<file path="config.mk">
export PLATFORM = sky130hd
export DESIGN_NAME = hyper_read_top
export DESIGN_NICKNAME = d
export VERILOG_FILES = /design/src/hdl/hyper_read_pkg.sv /design/src/hdl/ddr_word_capture.sv /design/src/hdl/read_word_fifo.sv /design/src/hdl/read_burst_tracker.sv /design/src/hdl/hyper_read_top.sv
export SDC_FILE = /design/constraint.sdc
export NUM_CORES = 1
export LEC_CHECK = 0
export BUFFER_PORTS_ARGS = -buffer_cell sky130_fd_sc_hd__buf_2
export CORE_AREA = 2 2 190 192
export CTS_CLUSTER_DIAMETER = 80
export DETAILED_ROUTE_END_ITERATION = 10
export DIE_AREA = 0 0 192 194
export SYNTH_ARGS = -nofsm -noshare
export SYNTH_HDL_FRONTEND = slang
export SYNTH_SLANG_ARGS = --single-unit
</file>
<file path="constraint.sdc">
create_clock -name clk_rwds -period 4.1 [get_ports clk_rwds]
set_clock_uncertainty 0.15 [all_clocks]
set_input_delay 0.41 -clock clk_rwds [delete_from_list [all_inputs] [get_ports clk_rwds]]
set_output_delay 0.41 -clock clk_rwds [all_outputs]
set_load 0.005 [all_outputs]
</file>
<file path="src/hdl/hyper_read_pkg.sv">
// Shared types for the HyperBus read data path
// DDR byte, assembled word, burst length, output beat and tracker states

package hyper_read_pkg;

    // Bus and word widths
    localparam int unsigned BYTE_W = 8;
    localparam int unsigned WORD_W = 2 * BYTE_W;
    // Burst length counter width, bursts of 1 to 255 words
    localparam int unsigned BURST_LEN_W = 8;

    // One byte on hyper_dq, half of a DDR cycle
    typedef logic [BYTE_W-1:0] byte_t;

    // One assembled read word
    // Upper half is the byte from the rising edge, lower half from the falling edge
    typedef logic [WORD_W-1:0] word_t;

    // Burst length in words, zero is not a legal request
    typedef logic [BURST_LEN_W-1:0] burst_len_t;

    // Beat handed to the controller
    typedef struct packed {
        word_t data;
        logic  last;
    } rd_beat_t;

    // Burst tracker states
    // IDLE waits for a request, BURST pops words until the count is reached
    typedef enum logic {
        IDLE  = 1'b0,
        BURST = 1'b1
    } track_state_e;

endpackage

</file>
<file path="src/hdl/ddr_word_capture.sv">
// DDR input capture for the HyperBus read path
// Rising and falling byte of each clk_rwds cycle are joined into one word

module ddr_word_capture (
    input  logic                  clk_rwds,
    input  logic                  rst_ni,
    input  hyper_read_pkg::byte_t hyper_dq_i,
    input  logic                  capture_en_i,
    output logic                  word_valid_o,
    output hyper_read_pkg::word_t word_o
);

    // Byte sampled on the rising edge, later the upper half
    hyper_read_pkg::byte_t upper_q;
    // Byte sampled on the following falling edge, later the lower half
    hyper_read_pkg::byte_t lower_q;
    // Capture window as seen at the rising edge of the byte pair
    logic                  en_q;

    // Rising edge sampler for the upper byte
    // Clock is the delayed strobe so data sits centred on this edge
    always_ff @(posedge clk_rwds) begin
        upper_q <= hyper_dq_i;
    end

    // Falling edge sampler for the lower byte
    always_ff @(negedge clk_rwds) begin
        lower_q <= hyper_dq_i;
    end

    // Remember whether this byte pair lies inside the read window
    always_ff @(posedge clk_rwds or negedge rst_ni) begin
        if (!rst_ni) begin
            en_q <= 1'b0;
        end else begin
            en_q <= capture_en_i;
        end
    end

    // Strobe for the assembled word, one cycle after the rising byte
    // Drops on the edge after capture_en_i went low
    always_ff @(posedge clk_rwds or negedge rst_ni) begin
        if (!rst_ni) begin
            word_valid_o <= 1'b0;
        end else begin
            word_valid_o <= en_q;
        end
    end

    // Word register
    // upper_q still holds the byte of edge N here since it updates on the same edge
    always_ff @(posedge clk_rwds) begin
        word_o <= {upper_q, lower_q};
    end

endmodule

</file>
<file path="src/hdl/read_word_fifo.sv">
// Single-clock FIFO buffering captured read words
// Sticky overflow flag on writes that hit a full FIFO, cleared by flush

module read_word_fifo #(
    parameter int unsigned LOG_DEPTH = 4
) (
    input  logic                  clk_rwds,
    input  logic                  rst_ni,
    input  logic                  flush_i,
    input  logic                  push_i,
    input  hyper_read_pkg::word_t push_word_i,
    input  logic                  pop_i,
    output logic                  empty_o,
    output hyper_read_pkg::word_t head_word_o,
    output logic                  overflow_o
);

    localparam int unsigned DEPTH = 2 ** LOG_DEPTH;

    // Storage, no reset needed since the pointers define what is valid
    hyper_read_pkg::word_t mem_q [DEPTH];

    // Pointers carry one extra wrap bit
    logic [LOG_DEPTH:0] wr_ptr_q;
    logic [LOG_DEPTH:0] rd_ptr_q;

    logic full;
    logic do_push;
    logic do_pop;

    // Same address and same wrap bit means nothing stored
    assign empty_o = (wr_ptr_q == rd_ptr_q);
    // Same address, different wrap bit means every slot taken
    assign full    = (wr_ptr_q[LOG_DEPTH] != rd_ptr_q[LOG_DEPTH]) &&
                     (wr_ptr_q[LOG_DEPTH-1:0] == rd_ptr_q[LOG_DEPTH-1:0]);

    // A full FIFO drops the incoming word
    assign do_push = push_i && !full && !flush_i;
    assign do_pop  = pop_i && !empty_o && !flush_i;

    // Head is shown without a register stage
    assign head_word_o = mem_q[rd_ptr_q[LOG_DEPTH-1:0]];

    // Pointer update, flush wins over push and pop
    always_ff @(posedge clk_rwds or negedge rst_ni) begin
        if (!rst_ni) begin
            wr_ptr_q <= '0;
            rd_ptr_q <= '0;
        end else if (flush_i) begin
            wr_ptr_q <= '0;
            rd_ptr_q <= '0;
        end else begin
            if (do_push) begin
                wr_ptr_q <= wr_ptr_q + 1'b1;
            end
            if (do_pop) begin
                rd_ptr_q <= rd_ptr_q + 1'b1;
            end
        end
    end

    // Word write into the slot at the write address
    always_ff @(posedge clk_rwds) begin
        if (do_push) begin
            mem_q[wr_ptr_q[LOG_DEPTH-1:0]] <= push_word_i;
        end
    end

    // Overflow stays set until reset or flush
    // Capture has no ready, so a lost word must be visible to the controller
    always_ff @(posedge clk_rwds or negedge rst_ni) begin
        if (!rst_ni) begin
            overflow_o <= 1'b0;
        end else if (flush_i) begin
            overflow_o <= 1'b0;
        end else if (push_i && full) begin
            overflow_o <= 1'b1;
        end
    end

endmodule

</file>
<file path="src/hdl/read_burst_tracker.sv">
// Burst tracker for the HyperBus read path
// Takes a burst request, pops FIFO words under back-pressure, marks the last beat

module read_burst_tracker (
    input  logic                       clk_rwds,
    input  logic                       rst_ni,
    input  logic                       read_req_i,
    input  hyper_read_pkg::burst_len_t burst_len_i,
    input  logic                       fifo_empty_i,
    input  hyper_read_pkg::word_t      fifo_word_i,
    input  logic                       ready_i,
    output logic                       fifo_pop_o,
    output logic                       rd_valid_o,
    output hyper_read_pkg::rd_beat_t   rd_beat_o,
    output logic                       busy_o
);

    hyper_read_pkg::track_state_e state_q;
    hyper_read_pkg::track_state_e state_d;

    // Requested length and beats already handed out
    hyper_read_pkg::burst_len_t len_q;
    hyper_read_pkg::burst_len_t beat_cnt_q;
    hyper_read_pkg::burst_len_t beat_cnt_nxt;

    logic beat_fire;
    logic last_beat;

    assign busy_o = (state_q == hyper_read_pkg::BURST);

    // A beat is offered whenever a word waits during a burst
    assign rd_valid_o = busy_o && !fifo_empty_i;
    // Transfer when the controller takes it
    assign beat_fire  = rd_valid_o && ready_i;
    // Only pops a non-empty FIFO since rd_valid_o already checks that
    assign fifo_pop_o = beat_fire;

    // Count after this beat, cannot wrap since len_q is at most 255
    assign beat_cnt_nxt = beat_cnt_q + 8'd1;
    assign last_beat    = (beat_cnt_nxt == len_q);

    // FIFO head goes out only while a burst runs
    // Held stable under back-pressure because nothing pops
    always_comb begin
        rd_beat_o.data = busy_o ? fifo_word_i : '0;
        rd_beat_o.last = busy_o && last_beat;
    end

    // Next state
    always_comb begin
        state_d = state_q;
        unique case (state_q)
            hyper_read_pkg::IDLE: begin
                // Requests are ignored while a burst runs
                if (read_req_i) begin
                    state_d = hyper_read_pkg::BURST;
                end
            end
            hyper_read_pkg::BURST: begin
                // Back to IDLE on the edge of the final accepted beat
                if (beat_fire && last_beat) begin
                    state_d = hyper_read_pkg::IDLE;
                end
            end
            default: begin
                state_d = hyper_read_pkg::IDLE;
            end
        endcase
    end

    // State, length and beat counter
    always_ff @(posedge clk_rwds or negedge rst_ni) begin
        if (!rst_ni) begin
            state_q    <= hyper_read_pkg::IDLE;
            len_q      <= '0;
            beat_cnt_q <= '0;
        end else begin
            state_q <= state_d;
            if (state_q == hyper_read_pkg::IDLE && read_req_i) begin
                // Load a fresh burst
                len_q      <= burst_len_i;
                beat_cnt_q <= '0;
            end else if (beat_fire) begin
                beat_cnt_q <= beat_cnt_nxt;
            end
        end
    end

endmodule

</file>
<file path="src/hdl/hyper_read_top.sv">
// Top of the HyperBus read data path
// DDR capture into a word FIFO, drained by the burst tracker

module hyper_read_top #(
    parameter int unsigned LOG_DEPTH = 4
) (
    input  logic                       clk_rwds,
    input  logic                       rst_ni,
    input  hyper_read_pkg::byte_t      hyper_dq_i,
    input  logic                       capture_en_i,
    input  logic                       fifo_flush_i,
    input  logic                       read_req_i,
    input  hyper_read_pkg::burst_len_t burst_len_i,
    input  logic                       ready_i,
    output logic                       rd_valid_o,
    output hyper_read_pkg::rd_beat_t   rd_beat_o,
    output logic                       busy_o,
    output logic                       overflow_o
);

    // Capture to FIFO, plain strobe without ready
    logic                  word_valid;
    hyper_read_pkg::word_t word;

    // FIFO to tracker
    logic                  fifo_empty;
    hyper_read_pkg::word_t fifo_word;
    logic                  fifo_pop;

    // Byte pairs from the bus into words
    ddr_word_capture i_ddr_word_capture (
        .clk_rwds     ( clk_rwds     ),
        .rst_ni       ( rst_ni       ),
        .hyper_dq_i   ( hyper_dq_i   ),
        .capture_en_i ( capture_en_i ),
        .word_valid_o ( word_valid   ),
        .word_o       ( word         )
    );

    // Buffer for words waiting on back-pressure
    read_word_fifo #(
        .LOG_DEPTH ( LOG_DEPTH )
    ) i_read_word_fifo (
        .clk_rwds    ( clk_rwds     ),
        .rst_ni      ( rst_ni       ),
        .flush_i     ( fifo_flush_i ),
        .push_i      ( word_valid   ),
        .push_word_i ( word         ),
        .pop_i       ( fifo_pop     ),
        .empty_o     ( fifo_empty   ),
        .head_word_o ( fifo_word    ),
        .overflow_o  ( overflow_o   )
    );

    // Burst length and last marker towards the controller
    read_burst_tracker i_read_burst_tracker (
        .clk_rwds     ( clk_rwds    ),
        .rst_ni       ( rst_ni      ),
        .read_req_i   ( read_req_i  ),
        .burst_len_i  ( burst_len_i ),
        .fifo_empty_i ( fifo_empty  ),
        .fifo_word_i  ( fifo_word   ),
        .ready_i      ( ready_i     ),
        .fifo_pop_o   ( fifo_pop    ),
        .rd_valid_o   ( rd_valid_o  ),
        .rd_beat_o    ( rd_beat_o   ),
        .busy_o       ( busy_o      )
    );

endmodule

</file>
==> out/results.md <==
| Group | Item | This run |
| --- | --- | --- |
| run status | Outcome | finished, final reports clean |
| floorplanning | Die boundary width | 192 µm |
| setup path | Setup CP Type | reg2out |
| routing | Post-detailed-route via-to-cell ratio | 4.87 |
| synth | Top cell type by total area after synthesis | sky130_fd_sc_hd__edfxtp_1 |
| synth | Top cell type's share of synthesized area | 0.632 |
| synth | Most frequent cells after synthesis | sky130_fd_sc_hd__edfxtp_1 (256), sky130_fd_sc_hd__mux4_2 (80), sky130_fd_sc_hd__nand2_1 (40), sky130_fd_sc_hd__dfxtp_1 (32), sky130_fd_sc_hd__dfrtp_1 (30) |
| final layout | Multi-input gate area in the final layout | 2920 µm² |
| routing | Total length of routed wires | 26000 µm |
| place | Estimated wirelength of the detail-placed design | 14000 µm |
| final layout | Relative area change from synthesis to final layout | 18.9% |
| setup path | Worst path bufs/invs | 2 |
| clock network | TritonCTS clock tree | built |
| sta | Final-report hold violation count | 0 |
| synth | Synth Cell Area | 12200 µm² |
| grt | Number of antenna violations at the first check in global routing | 1 |
| synth | Number of library cell types mapped by synthesis | 38 |
| clock network | Clock latency of the later-clocked register in the worst-skew pair | 0.58 ns |
| setup path | Series of cell instances along the critical path | buf_4 > mux4_2 > mux4_2 > and2_1 > buf_2 |
| synth | Register bit count reported by yosys | 318 |
| sta | Final worst-path cycle share | 0.871 |
| hold path | Class of the tightest hold or removal check | in2reg |
| setup path | Cell depth of the worst setup path | 5 |
| sta | Unrepaired setup endpoints after global routing | false |
| final layout | Final standard cell utilization of the core | 0.410 |
| sta | Tightest slew margin relative to the limit | 0.534 |
| final layout | Post-layout net count | 734 |
| clock network | Total clock sinks | 318 |
| synth | Number of nets produced by synthesis | 639 |
| clock network | Maximum buffer depth of the clock tree | 3 |
| power and ir drop | PD cells | 559 nW/µm² |
| synth | Main area contributors after synthesis | sky130_fd_sc_hd__edfxtp_1 (63%), sky130_fd_sc_hd__mux4_2 (15%), sky130_fd_sc_hd__dfrtp_1 (6.2%), sky130_fd_sc_hd__dfxtp_1 (5.3%), sky130_fd_sc_hd__and2_1 (1.3%) |
| clock network | Resized Gates After CTS | 0 |
| routing | Detailed Route Iter0 Violations | 478 |
| power and ir drop | Net load switching power | 1.86 mW |
| place | Global placer's final weighted congestion | 0.756 |
| sta | Max Slew Vio Count | 0 |
| job | Maximum Capacitance Violations | 0 |
| power and ir drop | Sequential power share | 0.466 |
| hold path | Instance count along the most critical hold path | 3 |
| synth | Most frequent cell after synthesis | sky130_fd_sc_hd__edfxtp_1 |
| setup path | Crit path capture type | output port |
| floorplanning | Die Footprint | 37200 µm² |
| routing | Pre-antenna DRT Iters | 4 |
| final layout | Register cell area after layout | 9080 µm² |
| routing | Antenna Nets Post-Route | 0 |
| power and ir drop | Internal power | 6.22 mW |
| sta | Setup Total Neg Slack | 0 ns |
| power and ir drop | Leak pwr | 4.84 nW |
| grt | Pin count of the biggest net entering global routing | 68 |
| setup path | WP data arrival | 3.01 ns |
| sta | Worst-margin pin slew | 0.699 ns |
| clock network | Clock Pin Slew Worst Setup and Hold Paths | 0.06 ns |
| clock network | Cts bufs inserted | 34 |
| setup path | Critical Path Source Type | register |
| synth | Number of enable-type register cells in the synthesized netlist | 256 |
| setup path | Worst Reg2Reg Path Length in Cells | 6 |
| power and ir drop | Switching portion of total power | 0.230 |
| routing | DR DRC count | 0 |
| place | Quantity of I/O buffers inserted on ports | 41 |
| sta | Total setup violations reported at the end of the flow | 0 |
| setup path | Cell with the most instances on the worst path | sky130_fd_sc_hd__mux4_2 |
| clock network | Clock root cell | sky130_fd_sc_hd__clkbuf_16 |
| sta | Minimum hold slack | 0.0210 ns |
| synth | Sequential element share of the synthesized area | 0.747 |
| grt | Global route total overflow | 0 |
| floorplanning | Io pins | 42 |
| setup path | Maximum fanout encountered on the critical timing path | 25 |
| synth | Synth Warn # | 0 |
| setup path | Req. time, crit path | 3.54 ns |
| synth | Most used flip-flop cell after synthesis | sky130_fd_sc_hd__edfxtp_1 |
| setup path | Dominant delay contributor by cell family on the critical path | multiplexers |
| power and ir drop | Clk network pwr share | 0.414 |
| grt | Vias in the first global route | 6189 |
| synth | Synthesized area divided by synthesized cell count | 19.9 µm² |
| setup path | CP max stage delay | 0.76 ns |
| final layout | Antenna Diode Count | 0 |
| floorplanning | Core Rows | 69 |
| final layout | Ratio of cells with drive above 1 in the final layout | 0.288 |
| grt | Global-route wire length before repair | 39300 µm |
| power and ir drop | Total power draw | 8.08 mW |
| synth | Share of async-settable or async-resettable flops after synthesis | 0.0943 |
| setup path | Critical-path top delay cell | sky130_fd_sc_hd__dfrtp_4 |
| routing | WL per Instance | 21.8 µm |
| sta | Final worst path period need | 3.57 ns |
| power and ir drop | Share of total power in combinational logic | 0.120 |
| power and ir drop | Worst voltage drop across the vdd grid | 0.404 mV |
| routing | Routed vias | 5809 |
| synth | Number of standard cells after synthesis | 611 |
| final layout | Number of fill cells | 3125 |
| floorplanning | CORE AREA | 35200 µm² |
| floorplanning | Vertical extent of the die | 194 µm |
| sta | Achievable Freq | 280 MHz |
| clock network | CTS H-Tree Depth | 2 |
| grt | Global-route usage over all layers | 0.144 |
| floorplanning | Initial core utilization | 0.345 |
-- area by class of cell --
class / count / area share
clock buffers: 44 / 0.0650
flip-flops and latches: 318 / 0.628
repair buffers: 82 / 0.0403
clock inverters: 26 / 0.0226
well taps: 461 / 0.0399
inverters: 7 / 0.00182
multi-input cells: 255 / 0.202
-- registers in the layout (all words and copies together) (netlist names) --
name                             count
i_read_burst_tracker.len_q           8
i_read_word_fifo.overflow_o          1
i_read_word_fifo.rd_ptr_q            5
i_ddr_word_capture.en_q              1
i_read_burst_tracker.beat_cnt_q      8
i_ddr_word_capture.word_valid_o      1
i_read_word_fifo.mem_q             256
i_read_burst_tracker.busy_o          1
i_ddr_word_capture.upper_q           8
i_ddr_word_capture.word_o           16
i_read_word_fifo.wr_ptr_q            5
i_ddr_word_capture.lower_q           8
-- metrics by stage --
stage / setup WS (ns) / cell area (µm²) / cells
2_1_floorplan: 1.25 / 12200 / 611
3_3_place_gp: 1.03 / 13000 / 1106
3_5_place_dp: 0.995 / 13000 / 1106
4_1_cts: 0.429 / 14500 / 1193
5_1_grt: 0.345 / 14500 / 1193
6_report: 0.528 / 14500 / 1193
-- worst paths after layout --
check                      slack (ns)                            endpoint                           from
setup / recovery                 0.53                       rd_beat_o[12]   i_read_word_fifo.rd_ptr_q[0]
hold / removal                   0.02         i_read_burst_tracker.busy_o                     read_req_i
setup reg to reg                 1.16       i_read_word_fifo.mem_q[4][11]   i_read_word_fifo.rd_ptr_q[0]
hold reg to reg                  0.18       i_ddr_word_capture.word_o[10]  i_ddr_word_capture.upper_q[2]
max in group asynchronous        2.95        i_read_word_fifo.rd_ptr_q[0]                         rst_ni
min in group asynchronous        0.32  i_read_burst_tracker.beat_cnt_q[4]                         rst_ni
-- timing repair --
item | CTS | global route
hold buffers | 18 | 0
setup buffers | 0 | 0
endpoints found under the hold margin | 47 | 0
-- cell families after synthesis --
family                   count (synthesis)  share of synthesized area
flip-flops                             318                      0.747
AND/OR/NAND/NOR                        119                     0.0494
multiplexers                            91                      0.158
buffers and inverters                   38                     0.0151
XOR/XNOR                                20                     0.0155
AO/OA/AOI/OAI                           19                    0.00977
adder cells (fa/ha/maj)                  6                    0.00617
-- worst register-to-register path, delay by kind of cell, from the launching register on --
kind                   cells  cell delay [ns]
XOR/XNOR                   1             0.21
AO/OA/AOI/OAI              1             0.27
buffers and inverters      1             0.31
AND/OR/NAND/NOR            3             0.97
flip-flops                 1             0.68
-- power by group through the flow --
stage	clock network, mW	logic, mW	registers (mW)
after detailed placement	0.0135	0.973	3.84
after floorplan	0.0135	0.811	3.73
final	3.34	0.970	3.77
after global routing	3.56	1.07	3.79
after global placement	0.0135	0.962	3.83
after CTS	3.42	0.992	3.77
-- cell usage in the layout, fill, tap and decap left out, types with 13 or more instances in the layout --
master | netlist | final
sky130_fd_sc_hd__nor2_1 | 21 | 13
sky130_fd_sc_hd__inv_1 | 8 | 15
sky130_fd_sc_hd__buf_2 | 8 | 41
sky130_fd_sc_hd__mux4_2 | 80 | 80
sky130_fd_sc_hd__clkbuf_16 | 0 | 35
sky130_fd_sc_hd__nand2_1 | 40 | 40
sky130_fd_sc_hd__and2_1 | 25 | 25
sky130_fd_sc_hd__dfrtp_1 | 30 | 28
sky130_fd_sc_hd__dfxtp_1 | 32 | 32
sky130_fd_sc_hd__edfxtp_1 | 256 | 256
sky130_fd_sc_hd__dlygate4sd3_1 | 0 | 18
sky130_fd_sc_hd__buf_4 | 0 | 21
-- per-layer routing --
metal | GRT usage | routed length (µm)
met4 | 0.0427 | 450
met5 | 0 | 0
met2 | 0.236 | 12900
met1 | 0.196 | 10900
met3 | 0.0275 | 1810
(Power assumes the default switching activity.)
